File: src/verilog/ctrl_defs.svh
`ifndef CTRL_DEFS_SVH
`define CTRL_DEFS_SVH

// ALU operation code width
`define ALU_CTRL_W 6

// N, Z, C, V, Q
`define ALU_FLAGS_W 5

// Condition field width, top of the instruction
`define COND_W 4

// Slice of the instruction the controller sees
`define INSTR_LO 12
`define INSTR_HI 31

`endif

File: src/verilog/ctrlPkg.sv
`default_nettype none

`include "ctrl_defs.svh"

package ctrlPkg;

  typedef logic [`INSTR_HI:`INSTR_LO] instrT;    // Keeps real bit numbers
  typedef logic [`ALU_CTRL_W-1:0]     aluCtrlT;  // Top two bits give the class
  typedef logic [`ALU_FLAGS_W-1:0]    flagsT;    // N Z C V Q, MSB first
  typedef logic [`COND_W-1:0]         condT;
  typedef logic [1:0]                 selT;      // RegSrc and ImmSrc selects
  typedef logic [1:0]                 flagWrT;   // [1] N,Z  [0] C,V,Q

  // Decoded instruction class
  typedef enum logic [1:0] {
    clsMem    = 2'b00,
    clsBranch = 2'b01,
    clsData   = 2'b10
  } instrClassT;

  // Flag positions inside flagsT
  localparam int flagN = 4;
  localparam int flagZ = 3;
  localparam int flagC = 2;
  localparam int flagV = 1;
  localparam int flagQ = 0;

  // Operations that leave C, V and Q alone
  localparam aluCtrlT aluMul  = 6'b100111;
  localparam aluCtrlT aluSdiv = 6'b101111;
  localparam aluCtrlT aluMov  = 6'b111001;

endpackage

`default_nettype wire

File: src/verilog/condUnit.sv
`timescale 1ns/10ps
`default_nettype none

module condUnit (
  input  ctrlPkg::condT   CondE,
  input  ctrlPkg::flagsT  FlagsE,
  input  ctrlPkg::flagsT  ALUFlagsE,
  input  ctrlPkg::flagWrT FlagWriteE,
  output logic            CondExE,
  output ctrlPkg::flagsT  FlagsNextE
);
  import ctrlPkg::*;

  logic n;
  logic z;
  logic c;
  logic v;

  assign n = FlagsE[flagN];
  assign z = FlagsE[flagZ];
  assign c = FlagsE[flagC];
  assign v = FlagsE[flagV];

  always_comb begin
    case (CondE)
      4'b0000: CondExE = z;               // EQ
      4'b0001: CondExE = ~z;              // NE
      4'b0010: CondExE = c;               // CS
      4'b0011: CondExE = ~c;              // CC
      4'b0100: CondExE = n;               // MI
      4'b0101: CondExE = ~n;              // PL
      4'b0110: CondExE = v;               // VS
      4'b0111: CondExE = ~v;              // VC
      4'b1000: CondExE = c & ~z;          // HI
      4'b1001: CondExE = ~c | z;          // LS
      4'b1010: CondExE = (n == v);        // GE
      4'b1011: CondExE = (n != v);        // LT
      4'b1100: CondExE = ~z & (n == v);   // GT
      4'b1101: CondExE = z | (n != v);    // LE
      default: CondExE = 1'b1;            // AL, and 1111 as AL
    endcase
  end

  // A failed condition leaves every flag as it was
  always_comb begin
    FlagsNextE = FlagsE;
    if (FlagWriteE[1] && CondExE) begin
      FlagsNextE[flagN] = ALUFlagsE[flagN];
      FlagsNextE[flagZ] = ALUFlagsE[flagZ];
    end
    if (FlagWriteE[0] && CondExE) begin
      FlagsNextE[flagC] = ALUFlagsE[flagC];
      FlagsNextE[flagV] = ALUFlagsE[flagV];
      FlagsNextE[flagQ] = ALUFlagsE[flagQ];
    end
  end

endmodule

`default_nettype wire

File: src/verilog/instrDecoder.sv
`timescale 1ns/10ps
`default_nettype none

module instrDecoder (
  input  ctrlPkg::instrT   InstrD,
  output ctrlPkg::selT     RegSrcD,
  output ctrlPkg::selT     ImmSrcD,
  output logic             ALUSrcD,
  output logic             MemtoRegD,
  output logic             RegWriteD,
  output logic             MemWriteD,
  output logic             BranchD,
  output logic             PCSrcD,
  output ctrlPkg::aluCtrlT ALUControlD,
  output ctrlPkg::flagWrT  FlagWriteD
);
  import ctrlPkg::*;

  instrClassT instrClass;
  logic       isLoad;     // L bit of load/store
  logic       setsFlags;  // S bit of data processing
  logic [4:0] dpIndex;
  logic       dpValid;
  logic [3:0] memIndex;
  logic [1:0] brCode;
  logic       keepCvq;

  assign isLoad    = InstrD[20];
  assign setsFlags = InstrD[20];
  assign dpIndex   = {InstrD[26], InstrD[24:21]};
  assign dpValid   = (dpIndex != 5'b11111);  // All ones is unassigned
  assign memIndex  = InstrD[24:21];

  always_comb begin
    if (InstrD[27])
      instrClass = clsData;
    else if (InstrD[26])
      instrClass = clsBranch;
    else
      instrClass = clsMem;
  end

  // Per-class control table
  always_comb begin
    RegSrcD   = 2'b00;
    ImmSrcD   = 2'b00;
    ALUSrcD   = 1'b1;
    MemtoRegD = 1'b0;
    RegWriteD = 1'b0;
    MemWriteD = 1'b0;
    BranchD   = 1'b0;
    case (instrClass)
      clsData: begin
        ALUSrcD   = InstrD[25];  // Immediate operand
        RegWriteD = 1'b1;
      end
      clsBranch: begin
        RegSrcD   = 2'b01;
        ImmSrcD   = 2'b10;
        MemWriteD = 1'b1;
        BranchD   = 1'b1;
      end
      default: begin
        ImmSrcD = 2'b01;
        if (isLoad) begin
          MemtoRegD = 1'b1;
        end else begin
          RegSrcD   = 2'b10;
          RegWriteD = 1'b1;
          MemWriteD = 1'b1;
        end
      end
    endcase
  end

  // CBZ and CBNZ swap places relative to bits 25:24
  always_comb begin
    case (InstrD[25:24])
      2'b00:   brCode = 2'b00;  // B
      2'b01:   brCode = 2'b01;  // BL
      2'b11:   brCode = 2'b10;  // CBZ
      default: brCode = 2'b11;  // CBNZ
    endcase
  end

  always_comb begin
    ALUControlD = '0;  // Undefined encodings stay zero
    case (instrClass)
      clsData: begin
        if (dpValid)
          ALUControlD = {1'b1, dpIndex};
      end
      clsBranch: ALUControlD = {4'b0100, brCode};
      default: begin
        if (memIndex <= 4'd13)
          ALUControlD = {2'b00, memIndex} + 6'd2;
      end
    endcase
  end

  // Multiply, divide and MOV only touch N and Z
  assign keepCvq = ((ALUControlD >= aluMul) && (ALUControlD <= aluSdiv)) ||
                   (ALUControlD == aluMov);

  always_comb begin
    FlagWriteD = '0;
    if (instrClass == clsData && dpValid) begin
      FlagWriteD[1] = setsFlags;
      FlagWriteD[0] = setsFlags & ~keepCvq;
    end
  end

  // Write to R15 redirects the PC as well
  assign PCSrcD = ((InstrD[15:12] == 4'b1111) && RegWriteD) || BranchD;

endmodule

`default_nettype wire

File: src/verilog/stageCtrl.sv
`timescale 1ns/10ps
`default_nettype none

module stageCtrl (
  input  logic             clk,
  input  logic             rstN,
  input  ctrlPkg::condT    InstrCondD,
  input  logic             FlushE,
  input  logic             ALUSrcD,
  input  logic             MemtoRegD,
  input  logic             RegWriteD,
  input  logic             MemWriteD,
  input  logic             BranchD,
  input  logic             PCSrcD,
  input  ctrlPkg::aluCtrlT ALUControlD,
  input  ctrlPkg::flagWrT  FlagWriteD,
  input  ctrlPkg::flagsT   ALUFlagsE,
  output logic             ALUSrcE,
  output ctrlPkg::aluCtrlT ALUControlE,
  output logic             MemtoRegE,
  output logic             BranchTakenE,
  output logic             MemWriteM,
  output logic             RegWriteM,
  output logic             MemtoRegW,
  output logic             RegWriteW,
  output logic             PCSrcW,
  output logic             PCWrPendingF,
  output ctrlPkg::flagsT   FlagsE
);
  import ctrlPkg::*;

  flagWrT flagWriteE;
  logic   branchE;
  logic   memWriteE;
  logic   regWriteE;
  logic   pcSrcE;
  condT   condE;
  logic   condExE;
  flagsT  flagsNextE;
  logic   memtoRegM;
  logic   pcSrcM;

  // D to E, the bits a flush turns into a bubble
  always_ff @(posedge clk or negedge rstN) begin
    if (!rstN) begin
      flagWriteE <= '0;
      branchE    <= 1'b0;
      memWriteE  <= 1'b0;
      regWriteE  <= 1'b0;
      pcSrcE     <= 1'b0;
      MemtoRegE  <= 1'b0;
    end else if (FlushE) begin
      flagWriteE <= '0;
      branchE    <= 1'b0;
      memWriteE  <= 1'b0;
      regWriteE  <= 1'b0;
      pcSrcE     <= 1'b0;
      MemtoRegE  <= 1'b0;
    end else begin
      flagWriteE <= FlagWriteD;
      branchE    <= BranchD;
      memWriteE  <= MemWriteD;
      regWriteE  <= RegWriteD;
      pcSrcE     <= PCSrcD;
      MemtoRegE  <= MemtoRegD;
    end
  end

  // D to E, loads even under flush
  always_ff @(posedge clk or negedge rstN) begin
    if (!rstN) begin
      ALUSrcE     <= 1'b0;
      ALUControlE <= '0;
      condE       <= '0;
    end else begin
      ALUSrcE     <= ALUSrcD;
      ALUControlE <= ALUControlD;
      condE       <= InstrCondD;
    end
  end

  condUnit uCond (
    .CondE      (condE),
    .FlagsE     (FlagsE),
    .ALUFlagsE  (ALUFlagsE),
    .FlagWriteE (flagWriteE),
    .CondExE    (condExE),
    .FlagsNextE (flagsNextE)
  );

  always_ff @(posedge clk or negedge rstN) begin
    if (!rstN)
      FlagsE <= '0;
    else
      FlagsE <= flagsNextE;  // Holds when nothing writes
  end

  // E to M with writes gated by the condition, then M to W
  always_ff @(posedge clk or negedge rstN) begin
    if (!rstN) begin
      MemWriteM <= 1'b0;
      RegWriteM <= 1'b0;
      memtoRegM <= 1'b0;
      pcSrcM    <= 1'b0;
      MemtoRegW <= 1'b0;
      RegWriteW <= 1'b0;
      PCSrcW    <= 1'b0;
    end else begin
      MemWriteM <= memWriteE & condExE;
      RegWriteM <= regWriteE & condExE;
      memtoRegM <= MemtoRegE;
      pcSrcM    <= pcSrcE & condExE;
      MemtoRegW <= memtoRegM;
      RegWriteW <= RegWriteM;
      PCSrcW    <= pcSrcM;
    end
  end

  assign BranchTakenE = branchE & condExE;

  // E term is ungated so fetch waits until the condition resolves
  assign PCWrPendingF = PCSrcD | pcSrcE | pcSrcM;

endmodule

`default_nettype wire

File: src/verilog/controller.sv
`timescale 1ns/10ps
`default_nettype none

`include "ctrl_defs.svh"

module controller (
  input  logic             clk,
  input  logic             rstN,
  input  ctrlPkg::instrT   InstrD,
  input  ctrlPkg::flagsT   ALUFlagsE,
  input  logic             FlushE,
  output ctrlPkg::selT     RegSrcD,
  output ctrlPkg::selT     ImmSrcD,
  output logic             ALUSrcE,
  output logic             BranchTakenE,
  output ctrlPkg::aluCtrlT ALUControlE,
  output logic             MemtoRegE,
  output logic             MemWriteM,
  output logic             RegWriteM,
  output logic             MemtoRegW,
  output logic             RegWriteW,
  output logic             PCSrcW,
  output logic             PCWrPendingF,
  output ctrlPkg::flagsT   FlagsE
);
  import ctrlPkg::*;

  logic    aluSrcD;
  logic    memtoRegD;
  logic    regWriteD;
  logic    memWriteD;
  logic    branchD;
  logic    pcSrcD;
  aluCtrlT aluControlD;
  flagWrT  flagWriteD;

  instrDecoder uDec (
    .InstrD      (InstrD),
    .RegSrcD     (RegSrcD),
    .ImmSrcD     (ImmSrcD),
    .ALUSrcD     (aluSrcD),
    .MemtoRegD   (memtoRegD),
    .RegWriteD   (regWriteD),
    .MemWriteD   (memWriteD),
    .BranchD     (branchD),
    .PCSrcD      (pcSrcD),
    .ALUControlD (aluControlD),
    .FlagWriteD  (flagWriteD)
  );

  stageCtrl uStage (
    .clk          (clk),
    .rstN         (rstN),
    .InstrCondD   (InstrD[`INSTR_HI -: `COND_W]),  // Condition field
    .FlushE       (FlushE),
    .ALUSrcD      (aluSrcD),
    .MemtoRegD    (memtoRegD),
    .RegWriteD    (regWriteD),
    .MemWriteD    (memWriteD),
    .BranchD      (branchD),
    .PCSrcD       (pcSrcD),
    .ALUControlD  (aluControlD),
    .FlagWriteD   (flagWriteD),
    .ALUFlagsE    (ALUFlagsE),
    .ALUSrcE      (ALUSrcE),
    .ALUControlE  (ALUControlE),
    .MemtoRegE    (MemtoRegE),
    .BranchTakenE (BranchTakenE),
    .MemWriteM    (MemWriteM),
    .RegWriteM    (RegWriteM),
    .MemtoRegW    (MemtoRegW),
    .RegWriteW    (RegWriteW),
    .PCSrcW       (PCSrcW),
    .PCWrPendingF (PCWrPendingF),
    .FlagsE       (FlagsE)
  );

endmodule

`default_nettype wire

File: config.mk
export PLATFORM = sky130hd
export DESIGN_NAME = controller
export DESIGN_NICKNAME = d
export VERILOG_FILES = /design/src/verilog/ctrlPkg.sv /design/src/verilog/condUnit.sv /design/src/verilog/instrDecoder.sv /design/src/verilog/stageCtrl.sv /design/src/verilog/controller.sv
export VERILOG_INCLUDE_DIRS = /design/src /design/src/verilog
export SDC_FILE = /design/constraint.sdc
export NUM_CORES = 1
export LEC_CHECK = 0
export BUFFER_PORTS_ARGS = -buffer_cell sky130_fd_sc_hd__buf_2
export CORE_ASPECT_RATIO = 0.5
export CORE_UTILIZATION = 49
export DETAILED_ROUTE_END_ITERATION = 8
export PLACE_DENSITY_LB_ADDON = 0.05
export SLEW_MARGIN = 10
export SYNTH_ARGS = -nofsm -noshare
export SYNTH_HDL_FRONTEND = slang
export SYNTH_SLANG_ARGS = --single-unit
export TNS_END_PERCENT = 20
File: constraint.sdc
create_clock -name clk -period 2.7 [get_ports clk]
set_input_delay 0.27 -clock clk [delete_from_list [all_inputs] [get_ports clk]]
set_output_delay 0.27 -clock clk [all_outputs]
set_load 0.01 [all_outputs]
==> flow_metrics.tcl <==
set metrics [dict create \
    ys_warn_count 0 \
    rr_worst_depth 6 \
    ant_nets 0 \
    fin_setup_tns_ps 0 \
    worst_skew_pair.late_latency_ps 260 \
    fraction_of_synthesis_flops_using_an_asynchronous_set_or_reset_pin_pct 100 \
    worst_setup_path_end_kind "primary output" \
    grt_max_degree 31 \
    netlist_top_cells_count "30 x dfrtp_1, 13 x nand2_1, 11 x nor2_1, 9 x inv_1, 8 x nand3_1" \
    ys_dominant_reg_cell "dfrtp_1" \
    wl_met2_um 1330 \
    synth.lib_cells_used.distinct 45 \
    grtUsageTotal_pct 18.2 \
    powerDensity_nw_per_um2 638 \
    worstPathRequired_ps 2430 \
    min_path_type "in -> async" \
    final.period_utilization_pct 94.8 \
    drive_gt1_share_pct 35.4 \
    run_status "completed" \
    met3_wirelength_um 214 \
    postSynthRegisterBits 30 \
    power.ir.vdd_worst_uv 308 \
    finalClockSkew_ps 2.68 \
    placement.io_buffers 47 \
    finish.net_count 222 \
    coreArea_um2 2750 \
    dr.pass1.iters 4 \
    die_area_um2 3330 \
    routed_wl_um 2920 \
    static-leakage-power_nw 0.915 \
    number_of_synthesized_flops_with_an_enable_pin 0 \
    total_count_of_hold_check_failures_in_the_final_report 0 \
    grt_antenna_before_repair 0 \
    critical_path_class "reg -> out" \
    top_cell_type_by_total_area_after_synthesis "dfrtp_1" \
    floorplan.die.height_um 41.3 \
    rows 13 \
    cts_tree "done" \
    route.top_layer_used "met4" \
    post_synth_main_area_contributors "dfrtp_1 50%, nand2_1 3.2%, nor2_1 2.7%" \
    globalRouteOverflowTotal 0 \
    detailed_place_hpwl_um 2140 \
    vias 1241 \
    synth_fp_nets 175 \
    unrepaired_setup_endpoints_after_global_routing "false" \
    slew_viol_final 0 \
    regToRegSetupSlack_ps 420 \
    synth.yosys.seq_area_share_pct 49.6 \
    vias_in_the_first_global_route 948 \
    postSynthAreaPerCell_um2 10.5 \
    yosysMostFrequentCell "dfrtp_1" \
    htree_num_levels 2 \
    cts_root_buffer "clkbuf_8" \
    path_max_fanout 7 \
    achievable_clock_frequency_ghz 0.391 \
    crit_path_max_incr_delay_ps 610 \
    max_transition_margin_pct 58.4 \
    setup_viol 0 \
    place_congestion 0.829 \
    crit-reg2reg-capture "uStage.FlagsE[1]$_DFFE_PN0P_" \
    synth_cells 144 \
    num_io_pins 52 \
    first_iter_violations 53 \
    quantity_of_gates_resized_following_cts 0 \
    dieWidth_um 80.6 \
    post-route-drc-count 0 \
    final_period_demand_of_the_worst_path_ps 2560 \
    antenna_cells 0 \
    critPathSlowestCell "mux4_2" \
    detail_route.wirelength.met1_um 1350 \
    floorplan.initialDensity_pct 55.0 \
    finish.instance_area_um2 1850 \
    worst_pin_slew_ps 624 \
    clkSinkCount 30 \
    syn_to_final_growth_pct 22.1 \
    drt-wirelength-per-cell_um 12.8 \
    cp-start-kind "flop" \
    timing.rr.start "uStage.condE[2]$_DFF_PN0_" \
    critical_path.cell_chain "mux4_2 -> a2111oi_4 -> o22ai_1 -> and2_1 -> buf_2" \
    routed_via_density 5.42 \
    worst_setup_hold_path_clk_slew_ps 60 \
    synthesis.area_um2 1510 \
    worst-endpoint-arrival_ps 2290 \
    top_area_cell_type_share_of_the_netlist_area_pct 49.6 \
    max-cap-violations 0 \
    postPlaceCellArea_um2 1750 \
    clk_path_buf_depth 2 \
    numCtsBuffers 5 \
    grt_pass1_wl_um 4200 \
]
layer usage:
layer	vias up	global-route usage (%)
li1	612	-
met3	2	4.78
met4	0	10.7
met5	-	0
met1	576	23.1
met2	51	29.7
logic make-up (layout without fill, tap and decap cells):
kind of cell,count (synthesis),count (layout),share of synthesized area (%)
buf+inv,18,66,5.79
xor+xnor,3,3,2.65
flops,30,30,49.6
mux,3,3,2.98
compound gates,33,33,17.9
fa+ha+maj,4,4,3.14
simple gates,53,53,17.9
layout by cell type (no fill, tap or decap), types with 2 or more instances in the layout:
cell and n:
buf_2 47, dfrtp_1 30, nand2_1 13, nor2_1 11
inv_1 9, nand3_1 8, o21ai_0 7, clkbuf_8 6
o22ai_1 4, and2_1 4, nand2b_1 3, nand4_1 3
a21oi_1 3, nor3_1 3, o221a_2 3, a311o_1 3
ha_1 3, or3b_2 2, a21boi_0 2, mux2_2 2
buf_4 2
registers in the layout, summed over array words and instances, names as in the netlist:
register and flops:
uStage.RegWriteM 1, uStage.ALUControlE 6, uStage.memtoRegM 1, uStage.MemtoRegW 1, uStage.MemWriteM 1, uStage.pcSrcE 1
uStage.ALUSrcE 1, uStage.branchE 1, uStage.condE 4, uStage.MemtoRegE 1, uStage.memWriteE 1, uStage.FlagsE 5
uStage.regWriteE 1, uStage.RegWriteW 1, uStage.PCSrcW 1, uStage.pcSrcM 1, uStage.flagWriteE 2
critical path: cells and delay by family (launching register included):
family          cells  cell delay, ps
mux                 1             610
flops               1             470
simple gates        1             200
compound gates      2             620
buf+inv             1             130
final cells by class:
type,instances,area [um2]
clock buffer,7,86.3
tap,37,46.3
inverter,9,33.8
fill,230,902
timing repair buffer,49,250
multi-input combinational,96,674
clock inverter,1,5.00
sequential,30,751
power by group:
| group | leakage, nW | internal [W] | switching [W] | total [W] |
|---|---|---|---|---|
| registers | 0.370 | 0.000489 | 0.0000454 | 0.000535 |
| logic | 0.497 | 0.000145 | 0.000145 | 0.000290 |
| clock network | 0.0482 | 0.000205 | 0.000148 | 0.000353 |
repair_timing:
item,4_1_cts,5_1_grt
buffers inserted,0,1
endpoints found under the setup margin,0,1
hold buffers,0,0
stage by stage:
stage / std cells / total power, W / utilization (%) / hold WS (ps) / setup WS (ps)
final: 229 / 0.00118 / 67.2 / 16.3 / 141
after global routing: 229 / 0.00124 / 67.2 / 62.9 / 24.6
after global placement: 220 / 0.000821 / 63.6 / 321 / 347
after floorplan: 144 / 0.000732 / - / -25.6 / 511
after CTS: 228 / 0.00119 / 66.9 / 34.1 / 15.6
after detailed placement: 220 / 0.000829 / 63.6 / 325 / 320
how the worst max path moves through the flow:
stage / startpoint / endpoint / slack, ps / cells past startpoint
3_5_place_dp: uStage.condE[1]$_DFF_PN0_ / BranchTakenE / 320 / 5
3_3_place_gp: uStage.condE[1]$_DFF_PN0_ / BranchTakenE / 350 / 5
2_1_floorplan: uStage.FlagsE[1]$_DFFE_PN0P_ / BranchTakenE / 510 / 5
6_report: uStage.condE[1]$_DFF_PN0_ / BranchTakenE / 140 / 5
4_1_cts: uStage.condE[1]$_DFF_PN0_ / BranchTakenE / 20 / 5
5_1_grt: uStage.condE[1]$_DFF_PN0_ / BranchTakenE / 20 / 5
Power figures use the tool's default switching activity.
